**src/hw/rob_pkg.sv**
```systemverilog
// shared widths, index types and packed records of the reorder buffer
// depth must stay a power of two so the pointer wrap bit works
package rob_pkg;

	//----------------------------------------------------------------------
	// sizes
	//----------------------------------------------------------------------
	localparam int ROB_DEPTH = 32;
	localparam int ROB_IDX_W = $clog2(ROB_DEPTH);
	localparam int PREG_W    = 6;
	localparam int AREG_W    = 5;
	localparam int FL_HEAD_W = 5;
	localparam int ADDR_W    = 64;
	localparam int BR_MASK_W = 4;

	typedef logic [ROB_IDX_W-1:0] rob_idx_t;
	typedef logic [ROB_IDX_W:0]   rob_ptr_t;   // msb is the wrap bit
	typedef logic [PREG_W-1:0]    preg_t;
	typedef logic [AREG_W-1:0]    areg_t;
	typedef logic [FL_HEAD_W-1:0] fl_head_t;
	typedef logic [ADDR_W-1:0]    addr_t;
	typedef logic [BR_MASK_W-1:0] br_mask_t;

	localparam addr_t INSTR_BYTES = 64'd4;   // fixed instruction size for npc

	// gate that lets only one recovery through back to back
	typedef enum logic {
		ARMED,
		BLOCKED
	} recov_state_t;

	//----------------------------------------------------------------------
	// records
	//----------------------------------------------------------------------
	typedef struct packed {
		preg_t    old_preg;     // previous mapping of areg that retire frees
		preg_t    new_preg;     // mapping written to the arch map at retire
		areg_t    areg;
		addr_t    pc;
		logic     is_branch;
		logic     pred_taken;
		addr_t    pred_target;
		br_mask_t br_mask;
		fl_head_t fl_head;      // free list head at dispatch for recovery
	} dispatch_pkt_t;

	typedef struct packed {
		logic     valid;
		rob_idx_t idx;
		logic     taken;
	} complete_t;

	typedef struct packed {
		logic     valid;
		rob_idx_t idx;
		logic     taken;
		addr_t    target;
	} resolve_t;

	typedef struct packed {
		logic  valid;
		areg_t areg;
		preg_t new_preg;
		preg_t old_preg;
		addr_t pc;
	} retire_t;

	typedef struct packed {
		logic     valid;
		fl_head_t fl_head;
		br_mask_t br_mask;
	} recover_t;

	typedef struct packed {
		dispatch_pkt_t pkt;
		logic          done;
	} entry_t;

endpackage

```
**src/hw/rob_branch_check.sv**
```systemverilog
// branch misprediction check; only the gate state is registered
// a resolve of a non-branch entry is ignored
module rob_branch_check (
	input  logic              clk,
	input  logic              rst,
	input  rob_pkg::resolve_t resolve_i,
	input  rob_pkg::entry_t   entry_i,
	output logic              br_correct_o,
	output rob_pkg::recover_t recover_o,
	output logic              rollback_o,
	output rob_pkg::rob_idx_t rollback_idx_o,
	output logic              recover_busy_o
);
	import rob_pkg::*;

	recov_state_t state_r;
	logic         br_resolve;
	logic         mispredict;
	logic         recover_fire;

	//----------------------------------------------------------------------
	// compare against the stored prediction
	//----------------------------------------------------------------------
	assign br_resolve = resolve_i.valid && entry_i.pkt.is_branch;
	assign mispredict = (resolve_i.taken != entry_i.pkt.pred_taken) ||
	                    (resolve_i.target != entry_i.pkt.pred_target);

	assign br_correct_o = br_resolve && !mispredict;

	// a mispredict only counts while the gate is armed
	assign recover_fire = br_resolve && mispredict && (state_r == ARMED);

	always_comb begin
		recover_o.valid   = recover_fire;
		recover_o.fl_head = entry_i.pkt.fl_head;   // free list rewinds to here
		recover_o.br_mask = entry_i.pkt.br_mask;
	end

	assign rollback_o     = recover_fire;
	assign rollback_idx_o = resolve_i.idx;
	assign recover_busy_o = recover_fire;          // holds off dispatch

	//----------------------------------------------------------------------
	// recovery gate blocked for one cycle after each recovery
	//----------------------------------------------------------------------
	always_ff @(posedge clk) begin
		if (rst) begin
			state_r <= ARMED;
		end else begin
			case (state_r)
				ARMED:   if (recover_fire) state_r <= BLOCKED;
				BLOCKED: state_r <= ARMED;
				default: state_r <= ARMED;
			endcase
		end
	end

endmodule

```
**src/hw/rob_entry_store.sv**
```systemverilog
// entry array of the ROB with one write per edge at the tail and combinational reads
// completion and resolve indices are assumed to name live entries
module rob_entry_store (
	input  logic                   clk,
	input  logic                   rst,
	input  logic                   dispatch_fire_i,
	input  rob_pkg::dispatch_pkt_t dispatch_pkt_i,
	input  rob_pkg::rob_idx_t      tail_idx_i,
	input  rob_pkg::rob_idx_t      head_idx_i,
	input  logic                   retire_fire_i,
	input  rob_pkg::complete_t     complete_i,
	input  rob_pkg::rob_idx_t      resolve_idx_i,
	input  rob_pkg::rob_idx_t      npc_idx_i,
	output logic                   head_done_o,
	output rob_pkg::retire_t       retire_o,
	output rob_pkg::entry_t        resolve_entry_o,
	output rob_pkg::addr_t         npc_o
);
	import rob_pkg::*;

	//----------------------------------------------------------------------
	// storage
	//----------------------------------------------------------------------
	// payload lives in a plain array, done bits in a separate vector
	// so that they can be cleared together
	dispatch_pkt_t        pkt_mem [ROB_DEPTH];
	logic [ROB_DEPTH-1:0] done_r;

	dispatch_pkt_t head_pkt;
	dispatch_pkt_t resolve_pkt;
	dispatch_pkt_t npc_pkt;

	// payload write at the tail
	always_ff @(posedge clk) begin
		if (dispatch_fire_i)
			pkt_mem[tail_idx_i] <= dispatch_pkt_i;
	end

	// done bits
	// a fresh entry and a retired head both start over as not done;
	// completion is applied last and only ever targets a live entry
	always_ff @(posedge clk) begin
		if (rst) begin
			done_r <= '0;
		end else begin
			if (retire_fire_i)
				done_r[head_idx_i] <= 1'b0;
			if (dispatch_fire_i)
				done_r[tail_idx_i] <= 1'b0;
			if (complete_i.valid)
				done_r[complete_i.idx] <= 1'b1;
		end
	end

	//----------------------------------------------------------------------
	// read ports
	//----------------------------------------------------------------------
	assign head_pkt    = pkt_mem[head_idx_i];
	assign resolve_pkt = pkt_mem[resolve_idx_i];
	assign npc_pkt     = pkt_mem[npc_idx_i];

	assign head_done_o = done_r[head_idx_i];

	// retirement record stays zero when nothing retires
	always_comb begin
		retire_o = '0;
		if (retire_fire_i) begin
			retire_o.valid    = 1'b1;
			retire_o.areg     = head_pkt.areg;       // to the arch map
			retire_o.new_preg = head_pkt.new_preg;   // to the arch map
			retire_o.old_preg = head_pkt.old_preg;   // back to the free list
			retire_o.pc       = head_pkt.pc;
		end
	end

	// entry seen by the branch checker
	always_comb begin
		resolve_entry_o.pkt  = resolve_pkt;
		resolve_entry_o.done = done_r[resolve_idx_i];
	end

	// fall-through pc for the branch unit
	assign npc_o = npc_pkt.pc + INSTR_BYTES;

endmodule

```
**src/hw/rob_ptr_ctrl.sv**
```systemverilog
// head/tail pointers of the ROB; rollback beats a dispatch in the same cycle
// rollback index must name a live entry, otherwise the wrap bit is wrong
module rob_ptr_ctrl (
	input  logic              clk,
	input  logic              rst,
	input  logic              dispatch_valid_i,
	input  logic              head_done_i,
	input  logic              rollback_i,
	input  rob_pkg::rob_idx_t rollback_idx_i,
	input  logic              recover_busy_i,
	output rob_pkg::rob_ptr_t head_o,
	output rob_pkg::rob_ptr_t tail_o,
	output logic              dispatch_fire_o,
	output logic              retire_fire_o,
	output logic              stall_o
);
	import rob_pkg::*;

	rob_ptr_t head_r;
	rob_ptr_t tail_r;
	rob_ptr_t br_ptr;      // branch position with its wrap bit restored
	logic     empty;
	logic     full;

	//----------------------------------------------------------------------
	// occupancy
	//----------------------------------------------------------------------
	assign empty = (head_r == tail_r);
	assign full  = (head_r[ROB_IDX_W-1:0] == tail_r[ROB_IDX_W-1:0]) &&
	               (head_r[ROB_IDX_W] != tail_r[ROB_IDX_W]);

	assign retire_fire_o = head_done_i && !empty;

	// a retiring head frees one slot in the same cycle
	assign stall_o         = (full && !retire_fire_o) || recover_busy_i;
	assign dispatch_fire_o = dispatch_valid_i && !stall_o;

	// branch sits between head and tail, so its wrap bit follows the head
	// unless its index has already wrapped past zero
	always_comb begin
		br_ptr[ROB_IDX_W-1:0] = rollback_idx_i;
		if (rollback_idx_i >= head_r[ROB_IDX_W-1:0]) begin
			br_ptr[ROB_IDX_W] = head_r[ROB_IDX_W];
		end else begin
			br_ptr[ROB_IDX_W] = ~head_r[ROB_IDX_W];
		end
	end

	//----------------------------------------------------------------------
	// pointer registers
	//----------------------------------------------------------------------
	always_ff @(posedge clk) begin
		if (rst) begin
			head_r <= '0;
			tail_r <= '0;
		end else begin
			if (retire_fire_o)
				head_r <= head_r + 1'b1;
			if (rollback_i)
				tail_r <= br_ptr + 1'b1;    // drop everything younger than the branch
			else if (dispatch_fire_o)
				tail_r <= tail_r + 1'b1;
		end
	end

	assign head_o = head_r;
	assign tail_o = tail_r;

endmodule

```
**src/hw/rob_top.sv**
```systemverilog
// 32-entry reorder buffer with one dispatch and one retirement per cycle
// sender holds dispatch_pkt_i while stall_o is high
module rob_top (
	input  logic                   clk,
	input  logic                   rst,
	input  logic                   dispatch_valid_i,
	input  rob_pkg::dispatch_pkt_t dispatch_pkt_i,
	input  rob_pkg::complete_t     complete_i,
	input  rob_pkg::resolve_t      resolve_i,
	input  rob_pkg::rob_idx_t      npc_idx_i,
	output logic                   stall_o,
	output rob_pkg::rob_idx_t      tail_idx_o,
	output rob_pkg::addr_t         npc_o,
	output rob_pkg::retire_t       retire_o,
	output rob_pkg::recover_t      recover_o,
	output logic                   br_correct_o
);
	import rob_pkg::*;

	rob_ptr_t head_ptr;
	rob_ptr_t tail_ptr;
	logic     dispatch_fire;
	logic     retire_fire;
	logic     head_done;
	logic     rollback;
	rob_idx_t rollback_idx;
	logic     recover_busy;
	entry_t   resolve_entry;

	assign tail_idx_o = tail_ptr[ROB_IDX_W-1:0];   // slot of the next dispatch

	//----------------------------------------------------------------------
	// blocks
	//----------------------------------------------------------------------
	rob_ptr_ctrl i_rob_ptr_ctrl (
		.clk              (clk),
		.rst              (rst),
		.dispatch_valid_i (dispatch_valid_i),
		.head_done_i      (head_done),
		.rollback_i       (rollback),
		.rollback_idx_i   (rollback_idx),
		.recover_busy_i   (recover_busy),
		.head_o           (head_ptr),
		.tail_o           (tail_ptr),
		.dispatch_fire_o  (dispatch_fire),
		.retire_fire_o    (retire_fire),
		.stall_o          (stall_o)
	);

	rob_entry_store i_rob_entry_store (
		.clk             (clk),
		.rst             (rst),
		.dispatch_fire_i (dispatch_fire),
		.dispatch_pkt_i  (dispatch_pkt_i),
		.tail_idx_i      (tail_ptr[ROB_IDX_W-1:0]),
		.head_idx_i      (head_ptr[ROB_IDX_W-1:0]),
		.retire_fire_i   (retire_fire),
		.complete_i      (complete_i),
		.resolve_idx_i   (resolve_i.idx),
		.npc_idx_i       (npc_idx_i),
		.head_done_o     (head_done),
		.retire_o        (retire_o),
		.resolve_entry_o (resolve_entry),
		.npc_o           (npc_o)
	);

	rob_branch_check i_rob_branch_check (
		.clk            (clk),
		.rst            (rst),
		.resolve_i      (resolve_i),
		.entry_i        (resolve_entry),
		.br_correct_o   (br_correct_o),
		.recover_o      (recover_o),
		.rollback_o     (rollback),
		.rollback_idx_o (rollback_idx),
		.recover_busy_o (recover_busy)
	);

endmodule

```
**config.mk**
```make
export PLATFORM = sky130hd
export DESIGN_NAME = rob_top
export DESIGN_NICKNAME = d
export VERILOG_FILES = /design/src/hw/rob_pkg.sv /design/src/hw/rob_branch_check.sv /design/src/hw/rob_entry_store.sv /design/src/hw/rob_ptr_ctrl.sv /design/src/hw/rob_top.sv
export SDC_FILE = /design/constraint.sdc
export NUM_CORES = 2
export LEC_CHECK = 0
export BUFFER_PORTS_ARGS = -buffer_cell sky130_fd_sc_hd__buf_2
export CORE_MARGIN = 1.5
export CORE_UTILIZATION = 30
export CTS_CLUSTER_SIZE = 40
export DETAILED_ROUTE_END_ITERATION = 8
export PLACE_DENSITY = 0.44
export SETUP_SLACK_MARGIN = 0.05
export SYNTH_ARGS = -nofsm -noshare
export SYNTH_HDL_FRONTEND = slang
export SYNTH_MEMORY_MAX_BITS = 65536
export SYNTH_SLANG_ARGS = --single-unit
```
**constraint.sdc**
```tcl
create_clock -name clk -period 28.6 [get_ports clk]
set_input_delay 4.29 -clock clk [delete_from_list [all_inputs] [get_ports clk]]
set_output_delay 4.29 -clock clk [all_outputs]
set_load 0.02 [all_outputs]
```
=== Yosys cells after proc, flatten, opt, wreduce, memory -nomap -nowiden ===
Memory sizes are Yosys's and may differ from the RTL's. A register that Yosys moved wholly into a read port is not among the register bits.
Cells that the tools add are included.

* Bitwise gates (word level): 7
* Mux-type cells: 23
* Equal/unequal tests: 5
* $add $sub $neg: 4
* Magnitude comparators: 7
* Reduce and logical (&&, ||, !) cells: 18

{| class="wikitable"
|+ Operators by type and width
! kind !! count
|-
| 2-to-1 mux 32 bit || 5
|-
| 2-to-1 mux 82 bit || 1
|-
| adder 64 x 3 -> 64 bit (second input constant) || 1
|-
| AND 32 bit || 2
|-
| != test 64 bit || 1
|-
| NOT 32 bit || 2
|-
| bitwise OR 32 bit || 1
|-
| adder 6 x 1 -> 6 bit (second input constant) || 3
|-
| < comparator 5 x 6 -> 1 bit (second input constant) || 3
|-
| demux 1 bit (select 5 bit) || 3
|-
| >= comparator 5 x 1 -> 1 bit (second input constant) || 3
|-
| 2-to-1 mux 6 bit || 2
|-
| logical AND 1 bit || 11
|-
| 2-to-1 mux 5 bit || 2
|-
| 2-to-1 mux 1 bit || 8
|-
| == test 6 bit || 1
|-
| binary-select mux 1 bit (select 5 bit) || 1
|-
| == test 5 bit || 1
|-
| >= comparator 5 bit || 1
|-
| zero test 1 bit || 4
|-
| logical OR 1 bit || 2
|-
| != test 1 bit || 2
|-
| NOT 1 bit || 2
|-
| one-hot mux 1 bit (2 select lines) || 1
|-
| nonzero test 2 bit || 1
|}

* Memory bits (writable): 4,992
* Register bits: 45
* Output and inout port bits: 163
* Bits of input ports: 242
* Memories kept: 1

{| class="wikitable"
|+ Memory list
! name !! words !! width !! read ports !! clocked after memory_dff !! wr ports !! line !! RTL
|-
| i_rob_entry_store.pkt_mem || 32 || 156 || 3 || 1 || 1 || rob_entry_store.sv:26 || <nowiki>dispatch_pkt_t pkt_mem [ROB_DEPTH];</nowiki>
|}

=== Logic depth before layout (Yosys ltp) ===
* Word-level depth: 13
* Mapped depth: 23
* Mapped depth without buffers: 16

=== By module ===
A second synthesis with hierarchy kept.

* Cell total of the unflattened synthesis: 10,521
* Area total of the unflattened synthesis: 229,645.2 sq um

{| class="wikitable"
|+ By module, submodules not included
! module !! cells each !! area an instance (sq um) !! instances !! sequential area each (sq um)
|-
| rob_entry_store || 10,302 || 227,794.7 || 1 || 150,544.4
|-
| rob_ptr_ctrl || 111 || 967.2 || 1 || 240.2
|-
| rob_branch_check || 108 || 883.3 || 1 || 20.0
|}

=== Least setup slack after synthesis ===
OpenSTA, ideal clock, no wires.

* Path type: input -> register
* From: input resolve_i[65] (netlist bit)
* To: memory i_rob_entry_store.pkt_mem[24][0] (netlist bit) (enable)
* Setup slack: 4.954 ns
* Buffers on the path: 6
* Required time: 27.543 ns
* Stages: 17
* Arrival time: 22.589 ns
* Cells stage by stage: buf_4 -> buf_2 -> buf_2 -> buf_2 -> buf_2 -> mux2i_1 -> a221oi_1 -> o21ai_0 -> a21oi_1 -> xnor2_1 -> nand2_1 -> a2111oi_0 -> nand4_1 -> o21ai_1 -> inv_2 -> buf_2 -> nor4_1

* Word-level cells in the longest chain between the ends: 10
* Elaborated cells between the ends (all ways): 12
* Those cells by class: 2 x eq/ne; 2 x mux; 7 x reduce/logical; 1 x memory

{| class="wikitable"
|+ RTL lines
! item !! line !! RTL
|-
| start: declaration || rob_top.sv:9 || <nowiki>input rob_pkg::resolve_t resolve_i,</nowiki>
|-
| memory (32 x 156 bit) (*) || -- ||
|-
| != test 64 bit or != test 1 bit (tied branches) || rob_branch_check.sv:26, rob_branch_check.sv:25 ||
|-
| logical OR 1 bit || rob_branch_check.sv:25 || <nowiki>assign mispredict = (resolve_i.taken != entry_i.pkt.pred_taken) ||</nowiki>
|-
| logical AND 1 bit (*) (2 in series) || rob_branch_check.sv:31 || <nowiki>assign recover_fire = br_resolve && mispredict && (state_r == ARMED);</nowiki>
|-
| logical OR 1 bit (*) || rob_ptr_ctrl.sv:35 || <nowiki>assign stall_o = (full && !retire_fire_o) || recover_busy_i;</nowiki>
|-
| zero test 1 bit (*) || rob_ptr_ctrl.sv:36 || <nowiki>assign dispatch_fire_o = dispatch_valid_i && !stall_o;</nowiki>
|-
| logical AND 1 bit (*) || rob_ptr_ctrl.sv:36 ||
|-
| 2-to-1 mux 1 bit (*) || rob_entry_store.sv:35 || <nowiki>if (dispatch_fire_i)</nowiki>
|-
| 2-to-1 mux 1 bit (not written as such) (*) || rob_entry_store.sv:36 || <nowiki>pkt_mem[tail_idx_i] <= dispatch_pkt_i;</nowiki>
|-
| end: declaration || rob_entry_store.sv:26 ||
|}

Every way passes the cells marked *; elsewhere a longest branch is shown, timed or not.

=== Worst setup path after layout ===
* From: input resolve_i[65] (netlist bit)
* To: output stall_o

* Word-level cells in the longest chain between the ends: 6
* Elaborated cells between the ends (all ways): 8
* Those cells by class: 2 x eq/ne; 5 x reduce/logical; 1 x memory

{| class="wikitable"
|+ RTL lines
! item !! line !! RTL
|-
| memory (32 x 156 bit) (*) || -- ||
|-
| != test 64 bit or != test 1 bit (tied branches) || rob_branch_check.sv:26, rob_branch_check.sv:25 ||
|-
| logical OR 1 bit || rob_branch_check.sv:25 ||
|-
| logical AND 1 bit (*) (2 in series) || rob_branch_check.sv:31 ||
|-
| logical OR 1 bit (*) || rob_ptr_ctrl.sv:35 ||
|-
| end: declaration || rob_top.sv:11 || <nowiki>output logic stall_o,</nowiki>
|}

Marked as above.

==> flow_summary_export.csv <==
group,metric,value,unit
floorplan,die_width,842,um
layout,fill_cells,65200,
cts,ctsHoldBuffers,0,
power_and_ir_drop,p_leak,73.7,nW
layout,nNetsFinal,10400,
sta,totalNegativeSetupSlack,0,ns
cts,cts_made_buffers,563,
global_routing,grt_overflow,0,
cts,cts.clk_slew.worst_paths,0.05,ns
logic_synthesis,syn_inst,9472,
layout,drive_gt1_frac,0.333,
setup_path,path_class,"input port to output port",
setup_path,required,24.31,ns
global_routing,antenna_found_initial,137,
floorplan,rows,308,
layout,syn_to_final_growth,14.7,%
floorplan,initial_utilization,0.301,
job,maxCapViolCount,0,
routing,ant_nets,0,
routing,first_iter_violations,10900,
logic_synthesis,ys.warnings.count,0,
sta,worst_slew_pin_slew,1.27,ns
layout,final_cell_mix,"4,992 x edfxtp_1, 1,913 x mux4_2, 577 x clkbuf_16",
setup_path,crit_fanout,93,
logic_synthesis,ys_seq_area_frac,0.714,
layout,utilization,0.345,
logic_synthesis,synth.top_cell.area_share,0.710,
sta,min_period,16.24,ns
cts,clock_sinks,5042,
cts,htreeDepth,6,
setup_path,crit_path_start_kind,"input port",
power_and_ir_drop,vdd_drop_max,0.0678,mV
global_routing,first_global_vias,113000,
routing,first_pass_iters,6,
setup_path,critPathArrivalTime,11.95,ns
layout,layout_commonest_cell,"edfxtp_1",
routing,routed_via_density,5.41,
logic_synthesis,synth.cell_area,211000,um2
logic_synthesis,async_flop_share,0,
floorplan,core,703000,um2
power_and_ir_drop,powerDensity,66.7,nW/um2
logic_synthesis,ys.flop_type,"edfxtp_1",
cts,insertion_delay,1.10,ns
cts,cts_setup_buffers,0,
sta,maxSlewHeadroom,0.152,
global_routing,grt_pass1_wl,973000,um
floorplan,die_h,842,um
sta,max_freq,61.6,MHz
logic_synthesis,ys_ff_latch,5042,
placed_design,numPortBuffers,403,
cts,cts-root-buf,"clkbuf_16",
sta,clock_skew,0.0845,ns
placed_design,dp_hpwl,396000,um
routing,wire_per_inst,35.9,um
logic_synthesis,synthTopCellsByArea,"edfxtp_1 71%, mux4_2 20%, mux2i_1 2.4%",
routing,drc,0,
logic_synthesis,yosysTopAreaCell,"edfxtp_1",
logic_synthesis,ys_types,83,
outcome,status,"completed",
worst_hold_path,worst_hold_path_type,"flop to flop",
sta,setup_viol,0,
floorplan,dieArea,709000,um2
sta,rsz0062_at_grt,"no",
placed_design,place_congestion,0.763,
sta,slew_viol_final,0,
sta,hold_viol,0,
routing,drt_wl_total,715000,um
global_routing,grt_usage,0.196,
floorplan,ios,405,
sta,finalCritPeriodShare,0.568,
cts,cts_resized,0,
logic_synthesis,avgSynthCellArea,22.3,um2
cts,clk_path_buf_depth,4,
global_routing,grt_max_degree,129,
setup_path,cp-end-kind,"output port",
cts,cts_tree,"yes",
logic_synthesis,synth_nets,9725,
logic_synthesis,synth_edf_count,4992,
routing,vias,108000,
## metal layers
layer  routed length [um]  up-vias  global-route usage
met5                  323        -                   0
met4                16800       52              0.0434
met3                38200      967              0.0297
met2               361000     3519               0.340
met1               299000    60500               0.261
li1                     -    42500                   -
## final cells by class
class,count,area [um2],area share
Sequential cell,5042,151000,0.623
Multi-Input combinational cell,3773,57300,0.236
Clock buffer,702,14900,0.0615
Tap cell,9300,11600,0.0480
Timing Repair Buffer,728,4930,0.0204
Clock inverter,281,2360,0.00975
Inverter,32,135,0.000558
Antenna cell,40,100,0.000413
## worst max-delay path, stage by stage
cell and delay [ns]:
buf_8 0.55, buf_12 0.53, buf_4 0.76, buf_12 0.64, buf_4 0.84, mux4_2 0.59, a22oi_1 0.19, nand4_1 0.44
xor2_1 0.30, nor4_1 0.53, buf_4 0.25, nand4_1 0.36, nand3b_1 0.38, o21ai_2 0.15, buf_4 0.43, nand2_1 0.12
buf_2 0.19
## logic make-up after synthesis
| family | count (synthesis) | share of synthesized area |
|---|---|---|
| AO/OA/AOI/OAI | 471 | 0.0156 |
| XOR/XNOR | 148 | 0.00614 |
| adder cells (fa/ha/maj) | 11 | 0.000652 |
| buffers and inverters | 657 | 0.0159 |
| flip-flops | 5042 | 0.714 |
| multiplexers | 2472 | 0.231 |
| AND/OR/NAND/NOR | 671 | 0.0158 |
## synth_stat cells, drive strengths merged, types with 58 or more instances
cell type and instances:
buf 347, xnor2 90, edfxtp 4992, nor4 66, a21oi 84, a22oi 128, clkbuf 278, xor2 58
nor2 195, mux4 1922, nand2 148, mux2i 498, nand3 71
## metrics by stage
stage / hold WS (ns) / setup WS, ns / std cells / total power [W] / area [um2]
2_1_floorplan: 0.490 / 4.95 / 9472 / 0.00900 / 211000
3_3_place_gp: 0.507 / 11.91 / 18900 / 0.00940 / 225000
3_5_place_dp: 0.513 / 11.99 / 18900 / 0.00942 / 225000
4_1_cts: 0.520 / 12.06 / 19900 / 0.0163 / 242000
5_1_grt: 0.534 / 11.76 / 19900 / 0.0167 / 242000
6_report: 0.524 / 12.36 / 19900 / 0.0162 / 242000
## path summary, 6_finish.rpt
path / startpoint / endpoint / slack [ns] / depth (start not counted)
max reg2reg: i_rob_entry_store.pkt_mem[14][60]$_DFFE_PP_ / i_rob_entry_store.pkt_mem[30][86]$_DFFE_PP_ / 19.54 / 19
min: i_rob_entry_store.done_r[22]$_SDFF_PP0_ / i_rob_entry_store.done_r[22]$_SDFF_PP0_ / 0.52 / 2
max: resolve_i[65] / stall_o / 12.36 / 17
min reg2reg: i_rob_entry_store.done_r[22]$_SDFF_PP0_ / i_rob_entry_store.done_r[22]$_SDFF_PP0_ / 0.52 / 2
## where the power goes
group          internal, W  total, W  switching (W)
logic             0.000344  0.000993       0.000649
clock network      0.00391   0.00692        0.00300
registers          0.00823   0.00825      0.0000274
## sequential cells by signal, indices dropped and copies added (netlist names), named ones only
register                    cells
i_rob_entry_store.pkt_mem    4992
i_rob_branch_check.state_r      1
i_rob_ptr_ctrl.head_o           6
i_rob_ptr_ctrl.tail_o           6
i_rob_entry_store.done_r       32
Power figures use the tool's default switching activity.
